### config.mk
export PLATFORM = sky130hd
export DESIGN_NAME = battle_link_top
export DESIGN_NICKNAME = d
export VERILOG_FILES = /design/src/design/game_pkg.sv /design/src/design/link_pkg.sv /design/src/design/battle_link_top.sv /design/src/design/fleet_damage.sv /design/src/design/game_control.sv /design/src/design/link_protocol.sv /design/src/design/uart_rx.sv /design/src/design/uart_tx.sv
export SDC_FILE = /design/constraint.sdc
export NUM_CORES = 1
export LEC_CHECK = 0
export BUFFER_PORTS_ARGS = -buffer_cell sky130_fd_sc_hd__buf_2
export CORE_MARGIN = 3
export CORE_UTILIZATION = 45
export DETAILED_ROUTE_END_ITERATION = 16
export PLACE_DENSITY = 0.72
export SYNTH_ARGS = -nofsm -noshare
export SYNTH_HDL_FRONTEND = slang
export SYNTH_SLANG_ARGS = --single-unit
### constraint.sdc
create_clock -name clk -period 2.1 [get_ports clk]
set_input_delay 0.21 -clock clk [delete_from_list [all_inputs] [get_ports clk]]
set_output_delay 0.21 -clock clk [all_outputs]
set_load 0.01 [all_outputs]
### src/design/game_pkg.sv
package game_pkg;

    // opponent board area on screen in pixels
    localparam int TOP_V_LINE    = 317;
    localparam int BOTTOM_V_LINE = 617;
    localparam int LEFT_H_LINE   = 361;
    localparam int RIGHT_H_LINE  = 661;

    // hits needed to sink the whole fleet
    localparam int FLEET_CELLS = 16;

    typedef logic [11:0] coord_t;
    typedef logic [4:0]  hit_count_t;

    typedef enum logic [2:0] {
        ST_MENU,
        ST_WAIT,
        ST_PLAY,
        ST_LOST,
        ST_WON
    } game_state_t;

    typedef struct packed {
        logic playing;
        logic game_over;
        logic victory;
    } game_status_t;

endpackage

### src/design/link_pkg.sv
package link_pkg;

    // serial bit time in clk cycles
    localparam int CLKS_PER_BIT = 16;
    localparam int BIT_CNT_W    = $clog2(CLKS_PER_BIT);

    typedef logic [7:0] msg_t;

    // message codes on the link
    localparam msg_t MSG_READY = 8'hA1;
    localparam msg_t MSG_HIT   = 8'hA2;
    localparam msg_t MSG_OVER  = 8'hA3;

    // one-cycle pulses of local events
    typedef struct packed {
        logic ready;
        logic shot;
        logic lost;
    } link_event_t;

    typedef struct packed {
        logic opp_ready;
        logic opp_hit;
        logic opp_lost;
    } opp_status_t;

endpackage

### src/design/battle_link_top.sv
`timescale 1ns/10ps

module battle_link_top import game_pkg::*, link_pkg::*; (
    input  logic         clk,
    input  logic         rst,
    input  logic         rx,
    input  logic         game_button,
    input  logic         menu_button,
    input  logic         victory_button,
    input  logic         game_over_button,
    input  logic         mouse_left,
    input  coord_t       xpos,
    input  coord_t       ypos,
    output logic         tx,
    output logic [15:0]  led,
    output game_status_t status
);

    link_event_t events;
    opp_status_t opp;
    logic        round_clear;
    logic        sunk;
    logic        tx_send;
    logic        tx_busy;
    msg_t        tx_data;
    logic        rx_valid;
    msg_t        rx_data;

    game_control u_game_control (
        .clk(clk), .rst(rst),
        .game_button(game_button), .menu_button(menu_button),
        .game_over_button(game_over_button), .mouse_left(mouse_left),
        .xpos(xpos), .ypos(ypos), .opp(opp), .sunk(sunk),
        .events(events), .round_clear(round_clear), .status(status)
    );

    // victory_button injects test hits
    fleet_damage u_fleet_damage (
        .clk(clk), .rst(rst), .clear(round_clear),
        .hit(opp.opp_hit), .test_hit(victory_button),
        .led(led), .sunk(sunk)
    );

    link_protocol u_link_protocol (
        .clk(clk), .rst(rst), .events(events), .round_clear(round_clear),
        .rx_valid(rx_valid), .rx_data(rx_data), .tx_busy(tx_busy),
        .tx_send(tx_send), .tx_data(tx_data), .opp(opp)
    );

    uart_tx u_uart_tx (
        .clk(clk), .rst(rst), .send(tx_send), .data(tx_data),
        .tx(tx), .busy(tx_busy)
    );

    uart_rx u_uart_rx (
        .clk(clk), .rst(rst), .rx(rx), .valid(rx_valid), .data(rx_data)
    );

endmodule

### src/design/fleet_damage.sv
`timescale 1ns/10ps

module fleet_damage import game_pkg::*; (
    input  logic                   clk,
    input  logic                   rst,
    input  logic                   clear,
    input  logic                   hit,
    input  logic                   test_hit,
    output logic [FLEET_CELLS-1:0] led,
    output logic                   sunk
);

    hit_count_t hits;

    // saturates at a full fleet
    always_ff @(posedge clk) begin
        if (rst || clear) begin
            hits <= '0;
            sunk <= 1'b0;
        end else begin
            if ((hit || test_hit) && hits != hit_count_t'(FLEET_CELLS))
                hits <= hits + 1'b1;
            sunk <= (hits == hit_count_t'(FLEET_CELLS));
        end
    end

    // thermometer bar
    always_comb begin
        for (int i = 0; i < FLEET_CELLS; i++)
            led[i] = (hits > hit_count_t'(i));
    end

endmodule

### src/design/game_control.sv
`timescale 1ns/10ps

module game_control import game_pkg::*, link_pkg::*; (
    input  logic         clk,
    input  logic         rst,
    input  logic         game_button,
    input  logic         menu_button,
    input  logic         game_over_button,
    input  logic         mouse_left,
    input  coord_t       xpos,
    input  coord_t       ypos,
    input  opp_status_t  opp,
    input  logic         sunk,
    output link_event_t  events,
    output logic         round_clear,
    output game_status_t status
);

    game_state_t state;
    game_state_t state_next;
    link_event_t events_next;
    logic        mouse_prev;
    logic        click;
    logic        in_board;

    assign click    = mouse_left && !mouse_prev;
    assign in_board = (xpos >= coord_t'(LEFT_H_LINE)) && (xpos <= coord_t'(RIGHT_H_LINE))
                   && (ypos >= coord_t'(TOP_V_LINE)) && (ypos <= coord_t'(BOTTOM_V_LINE));

    always_comb begin
        state_next  = state;
        events_next = '0;
        if (menu_button) begin
            state_next = ST_MENU;
        end else begin
            case (state)
                ST_MENU: if (game_button) begin
                    events_next.ready = 1'b1;
                    state_next = ST_WAIT;
                end
                ST_WAIT: if (opp.opp_ready) state_next = ST_PLAY;
                ST_PLAY: begin
                    if (sunk || game_over_button) begin
                        events_next.lost = 1'b1;
                        state_next = ST_LOST;
                    end else if (opp.opp_lost) begin
                        state_next = ST_WON;
                    end else if (click && in_board) begin
                        events_next.shot = 1'b1;
                    end
                end
                default: ;
            endcase
        end
    end

    always_ff @(posedge clk) begin
        if (rst) begin
            state       <= ST_MENU;
            mouse_prev  <= 1'b0;
            events      <= '0;
            round_clear <= 1'b0;
            status      <= '0;
        end else begin
            state       <= state_next;
            mouse_prev  <= mouse_left;
            events      <= events_next;
            round_clear <= menu_button;
            status.playing   <= (state_next == ST_PLAY);
            status.game_over <= (state_next == ST_LOST);
            status.victory   <= (state_next == ST_WON);
        end
    end

    a_state_legal: assert property (@(posedge clk) disable iff (rst)
        state inside {ST_MENU, ST_WAIT, ST_PLAY, ST_LOST, ST_WON})
        else $error("game_control: illegal state %0d", state);

endmodule

### src/design/link_protocol.sv
`timescale 1ns/10ps

module link_protocol import link_pkg::*; (
    input  logic        clk,
    input  logic        rst,
    input  link_event_t events,
    input  logic        round_clear,
    input  logic        rx_valid,
    input  msg_t        rx_data,
    input  logic        tx_busy,
    output logic        tx_send,
    output msg_t        tx_data,
    output opp_status_t opp
);

    link_event_t pending;
    link_event_t sent;

    // priority is lost, then ready, then shot
    always_comb begin
        sent    = '0;
        tx_data = MSG_READY;
        if (pending.lost) begin
            tx_data = MSG_OVER;
            sent.lost = !tx_busy;
        end else if (pending.ready) begin
            tx_data = MSG_READY;
            sent.ready = !tx_busy;
        end else if (pending.shot) begin
            tx_data = MSG_HIT;
            sent.shot = !tx_busy;
        end
    end

    assign tx_send = |sent;

    // repeated events merge into the flag
    always_ff @(posedge clk) begin
        if (rst)
            pending <= '0;
        else
            pending <= (pending & ~sent) | events;
    end

    always_ff @(posedge clk) begin
        if (rst) begin
            opp <= '0;
        end else begin
            opp.opp_hit  <= 1'b0;
            opp.opp_lost <= 1'b0;
            if (rx_valid) begin
                case (rx_data)
                    MSG_READY: opp.opp_ready <= 1'b1;
                    MSG_HIT:   opp.opp_hit   <= 1'b1;
                    MSG_OVER:  opp.opp_lost  <= 1'b1;
                    default: ;
                endcase
            end
            if (round_clear)
                opp.opp_ready <= 1'b0;
        end
    end

    a_send_taken: assert property (@(posedge clk) disable iff (rst) tx_send |=> tx_busy)
        else $error("link_protocol: transmitter did not go busy after tx_send");

endmodule

### src/design/uart_rx.sv
`timescale 1ns/10ps

module uart_rx import link_pkg::*; (
    input  logic clk,
    input  logic rst,
    input  logic rx,
    output logic valid,
    output msg_t data
);

    typedef enum logic [2:0] {
        RX_IDLE,
        RX_START,
        RX_DATA,
        RX_STOP,
        RX_WAIT
    } rx_state_t;

    rx_state_t            state;
    logic                 rx_meta;
    logic                 rx_sync;
    logic [BIT_CNT_W-1:0] clk_cnt;
    logic [2:0]           bit_idx;
    logic                 bit_end;

    assign bit_end = (clk_cnt == BIT_CNT_W'(CLKS_PER_BIT - 1));

    always_ff @(posedge clk) begin
        if (rst) begin
            rx_meta <= 1'b1;
            rx_sync <= 1'b1;
        end else begin
            rx_meta <= rx;
            rx_sync <= rx_meta;
        end
    end

    always_ff @(posedge clk) begin
        if (rst) begin
            state   <= RX_IDLE;
            clk_cnt <= '0;
            bit_idx <= '0;
            valid   <= 1'b0;
        end else begin
            valid <= 1'b0;
            case (state)
                RX_IDLE: begin
                    clk_cnt <= '0;
                    if (!rx_sync)
                        state <= RX_START;
                end
                RX_START: begin
                    // confirm start bit at mid-bit
                    if (clk_cnt == BIT_CNT_W'(CLKS_PER_BIT / 2 - 1)) begin
                        clk_cnt <= '0;
                        bit_idx <= '0;
                        state   <= rx_sync ? RX_IDLE : RX_DATA;
                    end else begin
                        clk_cnt <= clk_cnt + 1'b1;
                    end
                end
                RX_DATA: begin
                    if (bit_end) begin
                        clk_cnt <= '0;
                        bit_idx <= bit_idx + 1'b1;
                        if (bit_idx == 3'd7)
                            state <= RX_STOP;
                    end else begin
                        clk_cnt <= clk_cnt + 1'b1;
                    end
                end
                RX_STOP: begin
                    if (bit_end) begin
                        clk_cnt <= '0;
                        valid   <= rx_sync;
                        // wait for line idle after a bad stop bit
                        state   <= rx_sync ? RX_IDLE : RX_WAIT;
                    end else begin
                        clk_cnt <= clk_cnt + 1'b1;
                    end
                end
                RX_WAIT: begin
                    if (rx_sync)
                        state <= RX_IDLE;
                end
                default: state <= RX_IDLE;
            endcase
        end
    end

    // lsb first
    always_ff @(posedge clk) begin
        if (state == RX_DATA && bit_end)
            data <= {rx_sync, data[7:1]};
    end

endmodule

### src/design/uart_tx.sv
`timescale 1ns/10ps

module uart_tx import link_pkg::*; (
    input  logic clk,
    input  logic rst,
    input  logic send,
    input  msg_t data,
    output logic tx,
    output logic busy
);

    logic [BIT_CNT_W-1:0] clk_cnt;
    logic [3:0]           bit_cnt;
    // data bits with the stop bit on top
    logic [8:0]           shreg;

    always_ff @(posedge clk) begin
        if (rst) begin
            tx      <= 1'b1;
            busy    <= 1'b0;
            clk_cnt <= '0;
            bit_cnt <= '0;
        end else if (!busy) begin
            if (send) begin
                // start bit goes out next cycle
                tx      <= 1'b0;
                busy    <= 1'b1;
                clk_cnt <= '0;
                bit_cnt <= '0;
            end
        end else if (clk_cnt == BIT_CNT_W'(CLKS_PER_BIT - 1)) begin
            clk_cnt <= '0;
            if (bit_cnt == 4'd9) begin
                busy <= 1'b0;
                tx   <= 1'b1;
            end else begin
                tx      <= shreg[0];
                bit_cnt <= bit_cnt + 1'b1;
            end
        end else begin
            clk_cnt <= clk_cnt + 1'b1;
        end
    end

    always_ff @(posedge clk) begin
        if (!busy && send) begin
            shreg <= {1'b1, data};
        end else if (busy && clk_cnt == BIT_CNT_W'(CLKS_PER_BIT - 1)) begin
            shreg <= {1'b1, shreg[8:1]};
        end
    end

    a_no_send_while_busy: assert property (@(posedge clk) disable iff (rst) send |-> !busy)
        else $error("uart_tx: send strobe while frame in progress");

endmodule

==> results of run 1 <==
[final cells by class]
| cell class | count | area (sq um) | share of cell area [%] |
|---|---|---|---|
| Tap cell | 75 | 93.8 | 2.77 |
| Timing Repair Buffer | 53 | 270 | 7.99 |
| Clock inverter | 2 | 10.0 | 0.296 |
| Sequential cell | 61 | 1370 | 40.6 |
| Clock buffer | 13 | 149 | 4.40 |
| Inverter | 16 | 60.1 | 1.78 |
| Multi-Input combinational cell | 232 | 1430 | 42.2 |
[cell usage after synthesis, drive strengths merged (3+ instances only)]
| cell type | count | area [sq um] |
|---|---|---|
| o22ai | 3 | 18.8 |
| dfxtp | 46 | 921 |
| a21o | 3 | 22.5 |
| nand2b | 5 | 31.3 |
| or2 | 4 | 25.0 |
| nand3 | 12 | 60.1 |
| nand2 | 15 | 56.3 |
| a31oi | 4 | 25.0 |
| or3b | 4 | 35.0 |
| nor3b | 3 | 22.5 |
| nand4 | 7 | 43.8 |
| a21oi | 18 | 90.1 |
| nor2b | 4 | 25.0 |
| inv | 14 | 52.6 |
| a211oi | 4 | 30.0 |
| edfxtp | 15 | 450 |
| ha | 11 | 138 |
| nor2 | 39 | 146 |
| xor2 | 3 | 26.3 |
| or3 | 3 | 20.0 |
| and2 | 5 | 31.3 |
| nor4 | 6 | 37.5 |
| o21ai | 23 | 115 |
| nor3 | 16 | 80.1 |
| xnor2 | 3 | 26.3 |
| clkbuf | 12 | 45.0 |
| nand3b | 4 | 30.0 |
[stage by stage]
step / instances / power [mW]
after floorplan: 323 / 1.37
after global routing: 452 / 2.41
after detailed placement: 437 / 1.46
after global placement: 437 / 1.45
final: 452 / 2.30
after CTS: 452 / 2.33
[power by group through the flow]
stage               Clock (mW)  Combinational [mW]  Sequential, mW
finish                   0.868               0.188            1.24
global route             0.956               0.212            1.24
CTS                      0.903               0.190            1.24
detailed placement           0               0.189            1.27
global placement             0               0.185            1.27
floorplan                    0               0.123            1.25
[state kept, by name, summed over array words and instances (netlist names), 4 cells and up]
register and flops:
u_uart_tx.clk_cnt 4, u_fleet_damage.hits 5, u_uart_tx.bit_cnt 4, u_uart_rx.data 8, u_uart_rx.clk_cnt 4, u_uart_tx.shreg 7
[kinds of logic (layout without fill, tap and decap cells)]
group | after synthesis | in the layout
xor gates and xnor gates | 6 | 6
AOI/OAI and AO/OA | 76 | 76
and+or+nand+nor | 136 | 136
muxes | 3 | 3
DFF | 61 | 61
adders and majority gates | 11 | 11
buffers and inverters | 30 | 84
[repair_timing]
| item | in CTS | in global routing |
|---|---|---|
| gates resized for setup | 0 | 1 |
| endpoints found under the setup margin | 0 | 1 |
| setup buffers | 0 | 0 |
[worst register-to-register path, delay by kind of cell (launching register included)]
kind          cells  cell delay (ps)
xor+xnor          1              130
buf+inv           1              120
flops             1              580
simple gates      3              430
fa+ha+maj         1              240
[metal layers]
layer,wire [um],track usage [%],vias to the layer above
met5,0,0,-
met4,80,5.52,0
met3,337,5.99,10
met2,2770,25.3,52
met1,2540,20.0,1147
li1,-,-,1277
[worst max-delay path by stage]
stage	start	end	slack [ps]
3_3_place_gp	ypos[10]	u_game_control.events[1]	280
6_report	u_fleet_damage.hits[0]	led[15]	130
4_1_cts	u_fleet_damage.hits[0]	led[15]	110
5_1_grt	u_fleet_damage.hits[0]	led[15]	20
3_5_place_dp	ypos[10]	u_game_control.events[1]	240
2_1_floorplan	u_uart_rx.clk_cnt[0]	u_uart_rx.data[0]	220
==> metrics, run 1 <==
crit-path cells ha_1 -> and3_1 -> ha_1 -> a21oi_1 -> buf_2; io pins 52; Worst Min Path Start rx; final worst slack 128 ps; sequential element share of the synthesized area 47.1%; Synth Area in Compound Gates 16.6%; synth unique cells 55; worst path arrival time 1760 ps; # hold bufs at CTS 0; R2R depth 6; post-synthesis adder-cell area fraction 4.73%; final setup vio count 0; cell repeated most along the worst path ha_1; share of cells above drive strength 1 20.7%; Mean Syn Cell Area 9.01 sq um; worst-path fanout max 12; leakage power figure 1.32 nW; area of the core 0.00610 sq mm; Hold Crit Depth 2; Final Cycle Share 93.9%; Sequential Power Share 54.0%; Slew headroom 62.8%; Sw Pwr 0.545 mW; Max stage delay on crit path 440 ps; Setup WS pre-CTS 243 ps; Post-Syn Area 0.00291 sq mm; largest net degree at the start of global routing 33; number of global-route vias before repair 2,158; total wire length 5740 um; largest family of logic cells by synthesized area simple AND/OR/NAND/NOR gates; Sw Share 23.7%; Syn Inst Count 323; Clk pin slew, worst setup/hold paths 60 ps; CTS sink count 61; CTS root buffer clkbuf_8; Placed Area 0.00322 sq mm; Nets 416; clock power share 37.8%; most common cell after layout, fill and taps aside buf_2; status complete, no violations; CTS max path bufs 2; DRC viols 0; worst hold slack 54.0 ps; die area 0.00747 sq mm; Most used DFF post-synth dfxtp_1; Critical Path Sink Type primary output; Post-synth EDFFs 15; peak supply drop 0.519 mV; CP Launch Type flop; synthesized net count 366; fmax 507 MHz; yosys warns 0; FP Rows 28; Top delay family on crit path adder cells; unrepaired setup endpoints after global routing no; Bufs and invs on worst path 1; port bufs 51; worst clock skew 6.50 ps; Design Area, Final 0.00338 sq mm; # fillers 561; dpl hpwl 4090 um; number of synthesized register bits 61; Tot GR Track Use 16.0%; max cap viols 0; Die Wd 86.4 um; post-synthesis simple-gate area fraction 24.8%; Layout area overhead 16.2%; WS Path Type reg -> out; r2r setup slk 490 ps; Slew @ Worst Pin 552 ps; Hold Vio Cnt, Final 0; CTS H-Tree Depth 3; CTS Buf Count 9; Antenna Cells 0; Initial Util 47.7%; Clk Latency, worst-skew pair 330 ps; Comb power frac 8.2%; DRT iter0 DRCs 81; Placer Congestion 0.805; first-pass GRT wire length 9510 um; commonest cells after routing, fill and taps aside buf_2, dfxtp_1, nor2_1; vias per std cell 5.50; CP required 1890 ps; Crit path depth 5; post-synthesis async set-or-reset flop share 0%; router iterations before antenna repair 4; power density cells 679 mW/mm^2; Die H 86.4 um; reg2reg start u_fleet_damage.hits[0]; fin. max-slew vios 0; remaining antenna violation count 0; Post-Synth XOR/XNOR Area 1.81%; Vias 2,486; HP Class in -> reg; multiplexer area fraction after synthesis 1.07%; WHS Endpoint u_uart_rx.rx_meta; total grt overflow 0; TNS Setup 0 ps; Tmin final 1970 ps; Avg WL per Cell 12.7 um; CP max-delay cell dfxtp_1; total internal power 1.75 mW; CTS tree built; R2R Path End u_fleet_damage.hits[0]; antenna violations before repair 0; utilization after layout 55.5%
Power figures use the tool's default switching activity.
==> run 2, diff against run 1 <==
PLACE_DENSITY = 0.67   (was 0.72)
RECOVER_POWER = 100   (was not set)
==> run 2 against run 1 <==
Effect of this change:
- sequential cell count is the same
- highest routed layer unchanged
- total power shrank 1.3%
- clock-buffer cell count shrank 1
==> metrics, run 2 (synthesis gave the netlist of run 1 again) <==
remaining antenna violation count 0 (unchanged); Layout area overhead 14.6% (was 16.2%); Post-CTS Resized 0 (unchanged); fin. max-slew vios 0 (unchanged); peak supply drop 0.492 mV (was 0.519 mV); clock power share 37.3% (was 37.8%); total wire length 5780 um (was 5740 um); CTS sink count 61 (unchanged); total grt overflow 0 (unchanged); total internal power 1.71 mW (was 1.75 mW); Sw Share 24.5% (was 23.7%); Critical Path Sink Type primary output (unchanged); biggest regs u_uart_rx.data (8), u_uart_tx.shreg (7), u_fleet_damage.hits (5) (unchanged); Vias 2,440 (was 2,486); r2r setup slk 290 ps (was 490 ps); antenna violations before repair 0 (unchanged); power density cells 679 mW/mm^2 (about the same); most flop-heavy register u_uart_rx.data (unchanged); final setup vio count 0 (unchanged); CTS H-Tree Depth 3 (unchanged); number of global-route vias before repair 2,198 (was 2,158); io pins 52 (unchanged); Comb power frac 8.0% (was 8.2%); first-pass GRT wire length 9670 um (was 9510 um); CTS tree built (unchanged); Avg WL per Cell 12.8 um (was 12.7 um); Clk Latency, worst-skew pair 340 ps (was 330 ps); Slew @ Worst Pin 1400 ps (was 552 ps); status complete, no violations (unchanged); Initial Util 47.7% (unchanged); DRT iter0 DRCs 77 (was 81); leakage power figure 1.23 nW (was 1.32 nW); share of cells above drive strength 1 13.8% (was 20.7%); Nets 416 (unchanged); largest net degree at the start of global routing 33 (unchanged); CTS root buffer clkbuf_8 (unchanged); max FFs per register 8 (unchanged); CTS max path bufs 2 (unchanged); Final Cycle Share 92.5% (was 93.9%); Sw Pwr 0.556 mW (was 0.545 mW); fmax 515 MHz (was 507 MHz); # hold bufs at CTS 0 (unchanged); Sequential Power Share 54.7% (was 54.0%); Final Total Pwr 2.27 mW (was 2.30 mW); CP required 1890 ps (about the same); worst-path fanout max 12 (unchanged); worst setup path endpoint led[15] (unchanged); Tmin final 1940 ps (was 1970 ps); HP Class in -> reg (unchanged); CP Launch Type flop (unchanged); most common cell after layout, fill and taps aside dfxtp_1 (was buf_2); dpl hpwl 4060 um (was 4090 um); reg2reg start u_uart_rx.clk_cnt[1] (was u_fleet_damage.hits[0]); WS Path Type reg -> out (unchanged); Slew headroom 6.88% (was 62.8%); unrepaired setup endpoints after global routing no (unchanged); worst clock skew 7.72 ps (was 6.50 ps); router iterations before antenna repair 6 (was 4); max cap viols 0 (unchanged); die area 0.00747 sq mm (unchanged); Tot GR Track Use 16.2% (was 16.0%); commonest cells after routing, fill and taps aside dfxtp_1, nor2_1, buf_2 (was buf_2, dfxtp_1, nor2_1); Placer Congestion 0.836 (was 0.805); Die Wd 86.4 um (unchanged); Antenna Cells 0 (unchanged); FP Rows 28 (unchanged); CP Launch Point u_fleet_damage.hits[0] (unchanged); area of the core 0.00610 sq mm (unchanged); vias per std cell 5.39 (was 5.50); Setup Fix Bufs, Post-CTS 0 (unchanged); R2R Path End u_uart_rx.data[2] (was u_fleet_damage.hits[0]); CTS Buf Count 9 (unchanged); worst path arrival time 1730 ps (was 1760 ps); R2R depth 4 (was 6); # fillers 604 (was 561); Hold Vio Cnt, Final 0 (unchanged); DRC viols 0 (unchanged); TNS Setup 0 ps (unchanged); Clk pin slew, worst setup/hold paths 60 ps (about the same); port bufs 51 (unchanged); Die H 86.4 um (unchanged)
-- run 2: cell types whose count changed in the layout (fill, tap and decap cells not counted) --
| cell | previous run | this run |
|---|---|---|
| and2_1 | 5 | 3 |
| or2_0 | 0 | 1 |
| and2_0 | 0 | 2 |
| buf_4 | 2 | 0 |
| dfxtp_2 | 1 | 0 |
| clkinv_1 | 2 | 4 |
| or2_2 | 4 | 3 |
| a2111oi_2 | 1 | 0 |
| clkbuf_1 | 3 | 25 |
| clkbuf_8 | 10 | 9 |
| a2111oi_0 | 0 | 1 |
| dfxtp_1 | 45 | 46 |
| buf_2 | 51 | 31 |
-- run 2: through the flow --
stage / cells / utilization (%) / hold slack [ps] / worst slack [ps] / cell area (sq um)
2_1_floorplan: 323 / - / 289 / 221 / 2910
3_3_place_gp: 437 / 52.9 / 393 / 274 / 3220
3_5_place_dp: 437 / 52.9 / 394 / 225 / 3220
4_1_cts: 453 / 55.4 / 33.1 / 163 / 3370
5_1_grt: 453 / 54.7 / 53.4 / 37.9 / 3340
6_report: 453 / 54.7 / 57.5 / 157 / 3340
-- run 2: area by class of cell --
cell class / instances / area [sq um] / area share (%)
tap: 75 / 93.8 / 2.81
clock buffer: 12 / 135 / 4.05
timing repair buffer: 53 / 238 / 7.13
inverter: 16 / 60.1 / 1.80
multi-input combinational: 232 / 1420 / 42.6
clock inverter: 4 / 17.5 / 0.525
sequential: 61 / 1370 / 41.1
-- run 2: critical path, cell delays in order, from the launching register on --
cell and delay [ps]:
dfxtp_1 440, ha_1 320, and3_1 200, ha_1 170, a21oi_1 110, clkbuf_1 160
-- run 2: worst min path at each step --
| stage | startpoint | depth (start not counted) | endpoint |
|---|---|---|---|
| after floorplan | menu_button | 1 | u_game_control.state[0] |
| after global placement | rx | 2 | u_uart_rx.rx_meta |
| after detailed placement | u_uart_rx.rx_meta | 1 | u_uart_rx.rx_sync |
| after CTS | rx | 2 | u_uart_rx.rx_meta |
| after global routing | rx | 2 | u_uart_rx.rx_meta |
| final | rx | 2 | u_uart_rx.rx_meta |
-- run 2: power groups by stage --
stage / sequential, mW / clock [mW] / combinational [mW]
finish: 1.24 / 0.845 / 0.181
global route: 1.24 / 0.934 / 0.206
CTS: 1.24 / 0.883 / 0.190
detailed placement: 1.27 / 0 / 0.189
global placement: 1.27 / 0 / 0.186
floorplan: 1.25 / 0 / 0.123
-- run 2: routing by layer --
layer / vias up / track usage [%] / wire length, um
li1: 1286 / - / -
met1: 1107 / 20.8 / 2820
met2: 40 / 25.2 / 2570
met3: 7 / 5.89 / 331
met4: 0 / 5.52 / 63
met5: - / 0 / 0
